<file path="src/rtl/irq_pkg.sv">
package irq_pkg;

  // one word on the CSR bus
  typedef logic [31:0] csr_data_t;

  // word address, eight words in the whole map
  typedef logic [2:0] csr_addr_t;

  // captured interrupt levels, read-only
  localparam csr_addr_t ADDR_LEVEL_LO = 3'd0;
  localparam csr_addr_t ADDR_LEVEL_HI = 3'd1;

  // sticky pending bits, a written 1 clears the bit
  localparam csr_addr_t ADDR_PEND_LO = 3'd2;
  localparam csr_addr_t ADDR_PEND_HI = 3'd3;

  // enable mask, a 1 lets the pending bit reach irq
  localparam csr_addr_t ADDR_MASK_LO = 3'd4;
  localparam csr_addr_t ADDR_MASK_HI = 3'd5;

  // request as it leaves a host, a read when write is low
  typedef struct packed {
    logic      write;
    csr_addr_t addr;
    csr_data_t wdata;
  } host_req_t;

  // response to a host, zero for writes
  typedef struct packed {
    csr_data_t rdata;
  } host_rsp_t;

  // request on the shared CSR bus, at most one strobe is set
  typedef struct packed {
    logic      read;
    logic      write;
    csr_addr_t addr;
    csr_data_t wdata;
  } csr_req_t;

endpackage

</file>
<file path="src/rtl/csr_arbiter.sv">
`timescale 1ns/1ps

module csr_arbiter (
  input  logic                clk,
  input  logic                rst_n,
  input  logic [1:0]          q_valid,
  input  irq_pkg::host_req_t  q_req [2],
  input  irq_pkg::csr_data_t  cap_rdata,
  input  irq_pkg::csr_data_t  pend_rdata,
  output logic [1:0]          grant,
  output irq_pkg::csr_req_t   cap_bus,
  output irq_pkg::csr_req_t   pend_bus,
  output logic [1:0]          resp_valid,
  output irq_pkg::csr_data_t  resp_data
);

  import irq_pkg::*;

  // port that won the previous arbitration
  logic last;

  // port chosen in this cycle, meaningful only when some port is valid
  logic pick;
  logic any_req;

  host_req_t win_req;
  logic      sel_cap;
  logic      sel_pend;

  // one cycle record of the grant, used to steer the response
  logic rsp_pend;
  logic rsp_port;

  // with both ports waiting the loser of the last round goes first
  always_comb begin
    if (q_valid == 2'b11) begin
      pick = ~last;
    end else begin
      pick = q_valid[1];
    end
  end

  assign any_req = |q_valid;
  assign grant   = any_req ? (pick ? 2'b10 : 2'b01) : 2'b00;
  assign win_req = q_req[pick];

  // words 0 and 1 belong to the capturer, 2 to 5 to the pending block,
  // and words 6 and 7 select neither so they read as zero
  assign sel_cap  = (win_req.addr == ADDR_LEVEL_LO) || (win_req.addr == ADDR_LEVEL_HI);
  assign sel_pend = win_req.addr inside {ADDR_PEND_LO, ADDR_PEND_HI,
                                         ADDR_MASK_LO, ADDR_MASK_HI};

  always_comb begin
    cap_bus.read   = any_req && !win_req.write && sel_cap;
    cap_bus.write  = any_req && win_req.write && sel_cap;
    cap_bus.addr   = win_req.addr;
    cap_bus.wdata  = win_req.wdata;
    pend_bus.read  = any_req && !win_req.write && sel_pend;
    pend_bus.write = any_req && win_req.write && sel_pend;
    pend_bus.addr  = win_req.addr;
    pend_bus.wdata = win_req.wdata;
  end

  always_ff @(posedge clk or negedge rst_n) begin
    if (!rst_n) begin
      last     <= 1'b1;
      rsp_pend <= 1'b0;
      rsp_port <= 1'b0;
    end else begin
      rsp_pend <= any_req;
      if (any_req) begin
        last     <= pick;
        rsp_port <= pick;
      end
    end
  end

  // unselected targets drive zero, so an OR is the whole read mux
  assign resp_data  = cap_rdata | pend_rdata;
  assign resp_valid = {rsp_pend && rsp_port, rsp_pend && !rsp_port};

  // grant at most one port and only one that shows a request
  a_grant_onehot : assert property (@(posedge clk) disable iff (!rst_n)
    $onehot0(grant) && ((grant & ~q_valid) == 2'b00))
    else $error("csr_arbiter: bad grant %b with q_valid %b", grant, q_valid);

endmodule

</file>
<file path="src/rtl/host_port.sv">
`timescale 1ns/1ps

module host_port #(
  parameter int REQ_DEPTH = 2
) (
  input  logic                clk,
  input  logic                rst_n,
  input  logic                req_valid,
  input  irq_pkg::host_req_t  req,
  input  logic                grant,
  input  logic                resp_valid,
  input  irq_pkg::csr_data_t  resp_data,
  output logic                credit,
  output logic                rsp_valid,
  output irq_pkg::host_rsp_t  rsp,
  output logic                q_valid,
  output irq_pkg::host_req_t  q_req
);

  import irq_pkg::*;

  localparam int PTR_W = (REQ_DEPTH > 1) ? $clog2(REQ_DEPTH) : 1;
  localparam int CNT_W = $clog2(REQ_DEPTH + 1);

  // request storage, one entry per credit
  host_req_t mem [REQ_DEPTH];

  logic [PTR_W-1:0] wr_ptr;
  logic [PTR_W-1:0] rd_ptr;
  logic [CNT_W-1:0] count;
  logic             push;
  logic             pop;
  logic             full;

  // pointers wrap at REQ_DEPTH, which need not be a power of two
  function automatic logic [PTR_W-1:0] ptr_inc(logic [PTR_W-1:0] ptr);
    if (ptr == PTR_W'(REQ_DEPTH - 1)) begin
      return '0;
    end
    return ptr + 1'b1;
  endfunction

  // the host only sends while it holds a credit, so a push never meets a full queue
  assign push = req_valid;
  assign pop  = grant && q_valid;
  assign full = (count == CNT_W'(REQ_DEPTH));

  assign q_valid = (count != '0);
  assign q_req   = mem[rd_ptr];

  always_ff @(posedge clk) begin
    if (push) begin
      mem[wr_ptr] <= req;
    end
  end

  always_ff @(posedge clk or negedge rst_n) begin
    if (!rst_n) begin
      wr_ptr <= '0;
      rd_ptr <= '0;
      count  <= '0;
      credit <= 1'b0;
    end else begin
      if (push) begin
        wr_ptr <= ptr_inc(wr_ptr);
      end
      if (pop) begin
        rd_ptr <= ptr_inc(rd_ptr);
      end
      case ({push, pop})
        2'b10:   count <= count + 1'b1;
        2'b01:   count <= count - 1'b1;
        default: count <= count;
      endcase
      // each entry that leaves for the bus hands one credit back
      credit <= pop;
    end
  end

  // responses arrive in grant order, which is request order for this port
  always_ff @(posedge clk or negedge rst_n) begin
    if (!rst_n) begin
      rsp_valid <= 1'b0;
    end else begin
      rsp_valid <= resp_valid;
    end
  end

  always_ff @(posedge clk) begin
    if (resp_valid) begin
      rsp.rdata <= resp_data;
    end
  end

  // a request into a full queue means the host spent a credit it did not have
  a_no_overflow : assert property (@(posedge clk) disable iff (!rst_n) req_valid |-> !full)
    else $error("host_port: req_valid with full queue, count %0d", count);

endmodule

</file>
<file path="src/rtl/intr_capturer.sv">
`timescale 1ns/1ps

module intr_capturer #(
  parameter int NUM_INTR = 48
) (
  input  logic                 clk,
  input  logic                 rst_n,
  input  logic [NUM_INTR-1:0]  interrupt_in,
  input  irq_pkg::csr_req_t    bus,
  output irq_pkg::csr_data_t   rdata,
  output logic [NUM_INTR-1:0]  intr_level
);

  import irq_pkg::*;

  // interrupt lines after one register stage
  logic [NUM_INTR-1:0] intr_reg;

  // the level vector widened to two full words, upper bits read as zero
  logic [63:0] level_ext;

  // read data before the wait-state register
  csr_data_t rdata_next;

  // the interrupt lines are active-high levels and are sampled every cycle
  always_ff @(posedge clk or negedge rst_n) begin
    if (!rst_n) begin
      intr_reg <= '0;
    end else begin
      intr_reg <= interrupt_in;
    end
  end

  assign level_ext  = 64'(intr_reg);
  assign intr_level = intr_reg;

  // only a read strobe with one of the two level addresses selects a word,
  // anything else gives zero so the arbiter can OR the targets together
  always_comb begin
    rdata_next = '0;
    if (bus.read) begin
      if (bus.addr == ADDR_LEVEL_LO) begin
        rdata_next = level_ext[31:0];
      end else if (bus.addr == ADDR_LEVEL_HI) begin
        rdata_next = level_ext[63:32];
      end
    end
  end

  // the read data register is the single wait state of this target
  always_ff @(posedge clk or negedge rst_n) begin
    if (!rst_n) begin
      rdata <= '0;
    end else begin
      rdata <= rdata_next;
    end
  end

  // the arbiter never routes a write here since the level words are read-only
  a_no_write : assert property (@(posedge clk) disable iff (!rst_n) !bus.write)
    else $error("intr_capturer: write presented to read-only level words");

endmodule

</file>
<file path="src/rtl/intr_pending_ctrl.sv">
`timescale 1ns/1ps

module intr_pending_ctrl #(
  parameter int NUM_INTR = 48
) (
  input  logic                 clk,
  input  logic                 rst_n,
  input  logic [NUM_INTR-1:0]  intr_level,
  input  irq_pkg::csr_req_t    bus,
  output irq_pkg::csr_data_t   rdata,
  output logic                 irq
);

  import irq_pkg::*;

  // level_d holds the previous level so that 0 to 1 transitions can be found
  logic [NUM_INTR-1:0] level_d;
  logic [NUM_INTR-1:0] rise;

  // sticky pending bits and the enable mask
  logic [NUM_INTR-1:0] pending;
  logic [NUM_INTR-1:0] mask;

  // both registers widened to two words for the CSR side
  logic [63:0] pend_ext;
  logic [63:0] mask_ext;

  // write data moved into the half that the address picks and a select of that half
  logic [63:0] wr_pos;
  logic [63:0] wr_sel;
  logic [63:0] pend_clr;
  logic [63:0] mask_next;

  logic      pend_wr;
  logic      mask_wr;
  csr_data_t rdata_next;

  assign rise     = intr_level & ~level_d;
  assign pend_ext = 64'(pending);
  assign mask_ext = 64'(mask);

  // odd word addresses are the upper half in both register pairs
  assign wr_pos = bus.addr[0] ? {bus.wdata, 32'h0} : {32'h0, bus.wdata};
  assign wr_sel = bus.addr[0] ? {32'hffff_ffff, 32'h0} : {32'h0, 32'hffff_ffff};

  assign pend_wr = bus.write && (bus.addr == ADDR_PEND_LO || bus.addr == ADDR_PEND_HI);
  assign mask_wr = bus.write && (bus.addr == ADDR_MASK_LO || bus.addr == ADDR_MASK_HI);

  assign pend_clr  = pend_wr ? wr_pos : 64'h0;
  assign mask_next = mask_wr ? ((mask_ext & ~wr_sel) | wr_pos) : mask_ext;

  // a new edge sets its bit even when the same bit is cleared in this cycle
  always_ff @(posedge clk or negedge rst_n) begin
    if (!rst_n) begin
      level_d <= '0;
      pending <= '0;
      mask    <= '0;
    end else begin
      level_d <= intr_level;
      pending <= (pending & ~pend_clr[NUM_INTR-1:0]) | rise;
      mask    <= mask_next[NUM_INTR-1:0];
    end
  end

  // reads follow the capturer and give zero unless one of our words is read
  always_comb begin
    rdata_next = '0;
    if (bus.read) begin
      case (bus.addr)
        ADDR_PEND_LO: rdata_next = pend_ext[31:0];
        ADDR_PEND_HI: rdata_next = pend_ext[63:32];
        ADDR_MASK_LO: rdata_next = mask_ext[31:0];
        ADDR_MASK_HI: rdata_next = mask_ext[63:32];
        default:      rdata_next = '0;
      endcase
    end
  end

  // irq lags the pending and mask registers by one cycle
  always_ff @(posedge clk or negedge rst_n) begin
    if (!rst_n) begin
      rdata <= '0;
      irq   <= 1'b0;
    end else begin
      rdata <= rdata_next;
      irq   <= |(pending & mask);
    end
  end

endmodule

</file>
<file path="src/rtl/irq_subsystem_top.sv">
`timescale 1ns/1ps

module irq_subsystem_top #(
  parameter int NUM_INTR  = 48,
  parameter int REQ_DEPTH = 2
) (
  input  logic                 clk,
  input  logic                 rst_n,
  input  logic [NUM_INTR-1:0]  interrupt_in,
  input  logic                 host0_req_valid,
  input  irq_pkg::host_req_t   host0_req,
  input  logic                 host1_req_valid,
  input  irq_pkg::host_req_t   host1_req,
  output logic                 host0_credit,
  output logic                 host0_rsp_valid,
  output irq_pkg::host_rsp_t   host0_rsp,
  output logic                 host1_credit,
  output logic                 host1_rsp_valid,
  output irq_pkg::host_rsp_t   host1_rsp,
  output logic                 irq
);

  import irq_pkg::*;

  // queue heads towards the arbiter and the grant and response back
  logic [1:0] q_valid;
  host_req_t  q_req [2];
  logic [1:0] grant;
  logic [1:0] resp_valid;
  csr_data_t  resp_data;

  // one request bus and one read data word per target
  csr_req_t  cap_bus;
  csr_req_t  pend_bus;
  csr_data_t cap_rdata;
  csr_data_t pend_rdata;

  // registered levels shared by both targets
  logic [NUM_INTR-1:0] intr_level;

  host_port #(.REQ_DEPTH(REQ_DEPTH)) u_host0 (
    .clk        (clk),
    .rst_n      (rst_n),
    .req_valid  (host0_req_valid),
    .req        (host0_req),
    .grant      (grant[0]),
    .resp_valid (resp_valid[0]),
    .resp_data  (resp_data),
    .credit     (host0_credit),
    .rsp_valid  (host0_rsp_valid),
    .rsp        (host0_rsp),
    .q_valid    (q_valid[0]),
    .q_req      (q_req[0])
  );

  host_port #(.REQ_DEPTH(REQ_DEPTH)) u_host1 (
    .clk        (clk),
    .rst_n      (rst_n),
    .req_valid  (host1_req_valid),
    .req        (host1_req),
    .grant      (grant[1]),
    .resp_valid (resp_valid[1]),
    .resp_data  (resp_data),
    .credit     (host1_credit),
    .rsp_valid  (host1_rsp_valid),
    .rsp        (host1_rsp),
    .q_valid    (q_valid[1]),
    .q_req      (q_req[1])
  );

  csr_arbiter u_arbiter (
    .clk        (clk),
    .rst_n      (rst_n),
    .q_valid    (q_valid),
    .q_req      (q_req),
    .cap_rdata  (cap_rdata),
    .pend_rdata (pend_rdata),
    .grant      (grant),
    .cap_bus    (cap_bus),
    .pend_bus   (pend_bus),
    .resp_valid (resp_valid),
    .resp_data  (resp_data)
  );

  intr_capturer #(.NUM_INTR(NUM_INTR)) u_capturer (
    .clk          (clk),
    .rst_n        (rst_n),
    .interrupt_in (interrupt_in),
    .bus          (cap_bus),
    .rdata        (cap_rdata),
    .intr_level   (intr_level)
  );

  intr_pending_ctrl #(.NUM_INTR(NUM_INTR)) u_pending (
    .clk        (clk),
    .rst_n      (rst_n),
    .intr_level (intr_level),
    .bus        (pend_bus),
    .rdata      (pend_rdata),
    .irq        (irq)
  );

endmodule

</file>
<file path="config.mk">
export PLATFORM = sky130hd
export DESIGN_NAME = irq_subsystem_top
export DESIGN_NICKNAME = d
export VERILOG_FILES = /design/src/rtl/irq_pkg.sv /design/src/rtl/csr_arbiter.sv /design/src/rtl/host_port.sv /design/src/rtl/intr_capturer.sv /design/src/rtl/intr_pending_ctrl.sv /design/src/rtl/irq_subsystem_top.sv
export SDC_FILE = /design/constraint.sdc
export NUM_CORES = 1
export LEC_CHECK = 0
export BUFFER_PORTS_ARGS = -buffer_cell sky130_fd_sc_hd__buf_2
export CAP_MARGIN = 40
export CELL_PAD_IN_SITES_DETAIL_PLACEMENT = 0
export CELL_PAD_IN_SITES_GLOBAL_PLACEMENT = 1
export CORE_MARGIN = 1.5
export CORE_UTILIZATION = 49
export DETAILED_ROUTE_END_ITERATION = 10
export PLACE_DENSITY = 0.89
export SYNTH_ARGS = -nofsm -noshare
export SYNTH_HDL_FRONTEND = slang
export SYNTH_SLANG_ARGS = --single-unit
</file>
<file path="constraint.sdc">
create_clock -name clk -period 3.34 [get_ports clk]
set_input_delay 0 -clock clk [delete_from_list [all_inputs] [get_ports clk]]
set_output_delay 0 -clock clk [all_outputs]
set_load 0.02 [all_outputs]
</file>
==> implementation parameters, run 1 <==
Parameter                              Value

Outcome
  Outcome    completed

Cells and area
  Synthesis-to-finish area growth    24.07%
  Most frequent standard cell in the layout excluding fill and tap cells    dfrtp_1
  Fillcell total    2676
  Final #Nets    1658
  Diode insertion count for antenna repair    0
  Commonest cells after routing, fill and taps aside    269 x dfrtp_1, 208 x edfxtp_1, 191 x buf_2
  Summed area of non-filler cells in the final layout    22470 µm²
  Share of post-route cells with drive strength above 1    23.89%

Min path
  Launch instance of the worst min-delay path    interrupt_in[25]
  Class of the worst hold path    input port to flip-flop
  Cells on Worst Hold Path    2
  Worst Hold End    u_capturer.intr_level[25]

Drt
  Number of nets with antenna violations after routing    0
  Number of vias in the routed layout    11080
  Routed wire length    44270 µm
  Pre-Repair DR Iteration Count    5
  Drt drc    0
  Average wire per cell in the routed design    21.72 µm
  Violation count after the first detailed-routing iteration    885
  Via/cell ratio    5.439

Power and ir drop
  Worst IR Drop VDD    0.5086 mV
  Leakage dissipation    9.950 nW
  Cell Pwr Density    978.9 nW/µm²

Clock tree
  Root cell of the clock tree    clkbuf_16
  Hold-fix buffers, CTS    125
  Latest clock arrival within the worst-skew pair    570 ps
  Level count of the clock H-tree    2
  Sink Count    480
  Clock tree from TritonCTS    yes
  PostCTS Resize Cnt    0
  Clock slew at the register clock pins of the worst setup and hold paths    60 ps
  Total clock buffers created by CTS    47
  Post-CTS setup buffers    0
  Clk buf depth    3

STA
  Time the worst path needs with I/O delays and setup    2739 ps
  RSZ-0062 raised after global routing    false
  Summed negative setup slack over all endpoints    0 ps
  Hold violation count in the final report    0
  Highest achievable clock rate    0.3651 GHz
  Relative slew margins    45.14%
  Final count of negative-setup-slack endpoints    0
  Transition time at the pin with the least slew margin    821.1 ps
  Fin crit share    82.00%
  Final setup skew    23.04 ps
  Final Max Tran Viols    0

GRT
  Wire length of the first global-routing pass    66810 µm
  Pin count of the biggest net entering global routing    115
  Global-route congestion overflow total    0
  Antenna violations before repair    0
  Number of global-route vias before repair    11250
  Global-route usage over all layers    23.36%

Floorplan
  Die X-Extent    195.2 µm
  Row cnt    70
  Io pins    193
  Vertical die dimension    195.2 µm
  Core region area    36520 µm²
  Initial core utilization    49.59%
  Die area    38120 µm²

Place
  Placed inst area    19690 µm²
  I/O Buffers    192
  Detailed Place HPWL    28780 µm
  Gp weighted congestion    0.9043

Critical path
  Startpoint type of the worst setup path    flip-flop
  Worst EP required    3770 ps
  Arrival @ worst endpoint    3170 ps
  Number of cell instances on the worst register-to-register path    5
  Critical Path, Cell by Cell    or3b_4, o22a_1, mux2i_4, and4_4, mux2_4
  Worst path buffer plus inverter count    0
  Element type at the critical path end    flip-flop
  Dominant delay contributor by cell family on the critical path    simple AND/OR/NAND/NOR gates
  Setup slack on the worst flop-to-flop path    600 ps
  Master of the slowest instance on the critical path    and4_4
  Launching point of the worst reg2reg path    u_host1.rd_ptr
  Critical path depth in cells    5
  Type of the setup path with the least slack    flip-flop to flip-flop
  CP Max Fanout    32
  Delay of the slowest cell on the worst path    710 ps

Synthesis
  Yosys Warn Count    0
  Async S/R FF share, synth    56.67%
  Share of synthesized area occupied by flip-flops and latches    72.08%
  Post-synthesis cell type count    56
  Cell type contributing the most total cell area after synthesis    dfrtp_1
  Top_reg_cell synth    dfrtp_1
  Summed instance area of the synthesized netlist    18110 µm²
  Count of state elements after synthesis    480
  Net count after synthesis    1313
  Main area contributors after synthesis    dfrtp_1 37%, edfxtp_1 34%, mux2i_1 5.6%
  Share of Yosys cell area claimed by the top area cell type    37.45%
  Mean instance size in the synthesized netlist    15.26 µm²
  EDFF count, synth    208
  Cells after synthesis    1187

Flow run
  Max-capacitance violation count    0
-- worst max path at each step --
stage                   start           endpoint  slack (ps)
2_1_floorplan  u_host0.wr_ptr  u_host0.mem[0][0]         990
3_3_place_gp   u_host1.rd_ptr          flip-flop         660
3_5_place_dp   u_host1.rd_ptr          flip-flop         630
4_1_cts        u_host1.rd_ptr          flip-flop         610
5_1_grt        u_host1.rd_ptr          flip-flop         540
6_report       u_host1.rd_ptr          flip-flop         600
-- power by group --
group,internal (mW),leakage [nW],total [mW],switching [mW]
Combinational,3.00,4.00,7.66,4.66
Clock,3.02,0.753,5.21,2.19
Sequential,8.09,5.20,9.13,1.04
-- worst register-to-register path, delay by kind of cell (launching register included) --
kind,cells,cell delay [ps]
AO/OA/AOI/OAI,1,220
flip-flops,1,620
multiplexers,2,560
AND/OR/NAND/NOR,2,1210
-- registers in the layout (all words and copies together), names as in the netlist, 48 cells and up, named ones only --
register / flops
u_pending.level_d: 48
u_host0.mem: 72
u_pending.pending: 48
u_capturer.intr_level: 48
u_host1.mem: 72
-- final cells by class --
cell class	instances	area (µm²)	share of cell area [%]
timing repair buffer	344	2507	11.16
sequential	480	13060	58.11
clock buffer	69	1380	6.142
clock inverter	18	146.4	0.6515
multi-input combinational	588	4524	20.14
inverter	71	269.0	1.197
tap	468	585.6	2.606
-- through the flow --
stage | power (mW) | worst slack, ps | cells | hold slack [ps] | util [%]
finish | 22.00 | 601.3 | 2038 | 75.31 | 61.52
floorplan | 13.99 | 985.8 | 1187 | -295.6 | -
CTS | 22.00 | 614.2 | 2038 | 61.10 | 61.52
global placement | 16.37 | 658.8 | 1823 | -13.13 | 53.73
detailed placement | 16.65 | 634.9 | 1826 | -2.592 | 53.92
global route | 22.97 | 535.4 | 2038 | 72.73 | 61.52
-- Yosys cell counts, types with 20 or more instances --
cell      count
mux2_4       31
dfrtp_1     271
a21oi_1      46
mux2i_1     102
nor2_1       26
or2_2        32
mux2_1       26
o22ai_1      20
edfxtp_1    208
inv_1        70
a22oi_1      40
nand2_1      37
clkbuf_1     21
o21ai_1      35
nor2b_1      20
-- metal layers --
metal	track usage [%]	vias up	share of wire, %
met4	10.45	0	3.9
li1	-	5006	-
met2	37.43	424	48
met1	32.00	5550	43
met3	3.385	104	5.6
met5	0	-	0
-- cells by family (layout without fill, tap and decap cells) --
logic type                 after synthesis  count (layout)  share of synthesized area, %
DFF                                    480             480                         72.08
buffers and inverters                  119             502                         3.102
and+or+nand+nor                        174             174                         5.182
adders and majority gates                2               2                        0.1382
muxes                                  169             169                         10.52
AOI/OAI and AO/OA                      233             233                         8.491
xor gates and xnor gates                10              10                        0.4836
No activity file was read; power rests on OpenSTA's default activity.
==> inputs of run 2 (changes only) <==
==> constraint.sdc (replaced) <==
create_clock -name clk -period 2.85 [get_ports clk]
set_input_delay 0 -clock clk [delete_from_list [all_inputs] [get_ports clk]]
set_output_delay 0 -clock clk [all_outputs]
set_load 0.02 [all_outputs]
==> implementation parameters, run 2 (synthesis results as in run 1) <==
Parameter                              Value

Floorplan
  Core region area    36520 µm² (unchanged)
  Die area    38120 µm² (unchanged)
  Die X-Extent    195.2 µm (unchanged)
  Row cnt    70 (unchanged)
  Initial core utilization    49.59% (unchanged)
  Vertical die dimension    195.2 µm (unchanged)
  Io pins    193 (unchanged)

Place
  Gp weighted congestion    0.9013 (-0.33%)
  Dpl ws    299.5 ps (-335.3 ps)
  Cells after DPL    1838 (+0.66%)
  I/O Buffers    192 (unchanged)
  Detailed Place HPWL    29840 µm (+3.7%)
  Placed inst area    19740 µm² (+0.27%)

Clock tree
  PostCTS Resize Cnt    0 (unchanged)
  Clock tree from TritonCTS    yes
  Hold-fix buffers, CTS    123 (-1.6%)
  Level count of the clock H-tree    2 (unchanged)
  Clock slew at the register clock pins of the worst setup and hold paths    60 ps (about the same)
  Clk buf depth    3 (unchanged)
  Post-CTS setup buffers    0 (unchanged)
  Total clock buffers created by CTS    48 (+2.1%)
  Latest clock arrival within the worst-skew pair    580 ps (about the same)
  Sink Count    480 (unchanged)
  Root cell of the clock tree    clkbuf_16

STA
  Final Max Tran Viols    0 (unchanged)
  RSZ-0062 raised after global routing    false
  Fin crit share    90.64% (+8.6 points)
  Final Worst Setup Slack    266.8 ps (-334.5 ps)
  Worst hold margin    10.60 ps (-64.71 ps)
  Hold violation count in the final report    0 (unchanged)
  Highest achievable clock rate    0.3871 GHz (+6.0%)
  Final setup skew    19.90 ps (-3.137 ps)
  Final count of negative-setup-slack endpoints    0 (unchanged)
  Transition time at the pin with the least slew margin    652.7 ps (-168.4 ps)
  Summed negative setup slack over all endpoints    0 ps (unchanged)
  Relative slew margins    56.48% (+11 points)
  Time the worst path needs with I/O delays and setup    2583 ps (-155.5 ps)

Cells and area
  Commonest cells after routing, fill and taps aside    269 x dfrtp_1, 208 x edfxtp_1, 191 x buf_2
  Final core utilization    61.96% (+0.44 points)
  Share of post-route cells with drive strength above 1    25.16% (+1.3 points)
  Most frequent standard cell in the layout excluding fill and tap cells    dfrtp_1
  Final instance count without filler cells    2050 (+0.59%)
  Fillcell total    2777 (+3.8%)
  Diode insertion count for antenna repair    0 (unchanged)
  Synthesis-to-finish area growth    24.95%
  Top flop regs    u_host0.mem: 72 flops, u_host1.mem: 72 flops
  Final #Nets    1669 (+0.66%)
  Summed area of non-filler cells in the final layout    22630 µm² (+0.71%)

Critical path
  Startpoint type of the worst setup path    flip-flop
  Critical Path, Cell by Cell    or2_1, nand2_2, buf_4, mux2_4, o41ai_1, o21ai_1
  CP Max Fanout    33 (+3.1%)
  Delay of the slowest cell on the worst path    510 ps (-200 ps)
  RR Endpoint    u_pending.pending[40]
  Element type at the critical path end    flip-flop
  Setup slack on the worst flop-to-flop path    270 ps (-330 ps)
  Worst EP required    3290 ps (-480 ps)
  Master of the slowest instance on the critical path    mux2_4
  Worst path buffer plus inverter count    1 (+1)
  Dominant delay contributor by cell family on the critical path    compound AO/OA/AOI/OAI gates
  Type of the setup path with the least slack    flip-flop to flip-flop
  Arrival @ worst endpoint    3020 ps (-150 ps)
  Launching point of the worst reg2reg path    u_host1.count[0]
  Number of cell instances on the worst register-to-register path    6 (+1)

Power and ir drop
  Leakage dissipation    10.05 nW (+1.0%)
  Cell Pwr Density    1160 nW/µm² (+18%)
  Worst IR Drop VDD    0.8060 mV (+58%)
  Sum of internal, switching and leakage power    26.25 mW (+19%)

GRT
  Pin count of the biggest net entering global routing    79 (-31%)
  Global-route usage over all layers    23.88% (+0.51 points)
  Number of global-route vias before repair    11680 (+3.8%)
  Wire length of the first global-routing pass    68160 µm (+2.0%)
  Antenna violations before repair    0 (unchanged)
  Global-route congestion overflow total    0 (unchanged)

Min path
  Class of the worst hold path    input port to asynchronous set/reset pin

Drt
  Drt drc    0 (unchanged)
  Pre-Repair DR Iteration Count    6 (+1)
  Average wire per cell in the routed design    21.92 µm (+0.90%)
  Number of nets with antenna violations after routing    0 (unchanged)
  Routed wire length    44940 µm (+1.5%)
  Violation count after the first detailed-routing iteration    714 (-19%)
  Via/cell ratio    5.450 (+0.21%)
  Number of vias in the routed layout    11170 (+0.80%)

Outcome
  Outcome    completed

Flow run
  Max-capacitance violation count    0 (unchanged)
[run 2: changes by cell type in the layout (fill, tap and decap cells not counted), sizes merged]
cell / previous run / this run
buf: 219 / 231
clkinv: 12 / 10
clkinvlp: 0 / 2
dlygate4sd3: 125 / 123
inv: 75 / 77
bufinv: 2 / 3
clkbuf: 69 / 68
[run 2: worst max-delay path by stage]
| stage | slack [ps] | to | startpoint | cells past startpoint |
|---|---|---|---|---|
| 2_1_floorplan | 500 | u_host0.mem[0][0] | u_host0.wr_ptr | 1 |
| 3_3_place_gp | 330 | u_pending.rdata[21] | u_host1.count[0] | 6 |
| 3_5_place_dp | 300 | u_pending.pending[34] | u_host1.count[0] | 6 |
| 4_1_cts | 270 | u_pending.pending[40] | u_host1.count[0] | 6 |
| 5_1_grt | 100 | u_pending.pending[45] | u_host1.count[0] | 6 |
| 6_report | 270 | u_pending.pending[40] | u_host1.count[0] | 6 |
[run 2: area by class of cell]
class                      count  area, µm²  share of cell area (%)
tap                          468      585.6                   2.588
clock buffer                  68       1451                   6.414
clock inverter                21      201.4                  0.8902
timing repair buffer         354       2540                   11.22
inverter                      71      269.0                   1.189
multi-input combinational    588       4524                   19.99
sequential                   480      13060                   57.70
[run 2: report_power, final]
| part | leakage (nW) | switching [mW] | internal (mW) |
|---|---|---|---|
| clock network | 0.818 | 2.65 | 3.84 |
| registers | 5.20 | 1.15 | 9.48 |
| logic | 4.04 | 5.57 | 3.55 |
[run 2: routing by layer]
layer	part of all wire, %	wire, µm	global-route usage (%)	vias up
met5	0	0	0	-
met4	3.8	1721	11.00	0
met3	6.0	2714	4.370	88
met2	48	21780	39.07	424
met1	42	18720	31.20	5627
li1	-	-	-	5034
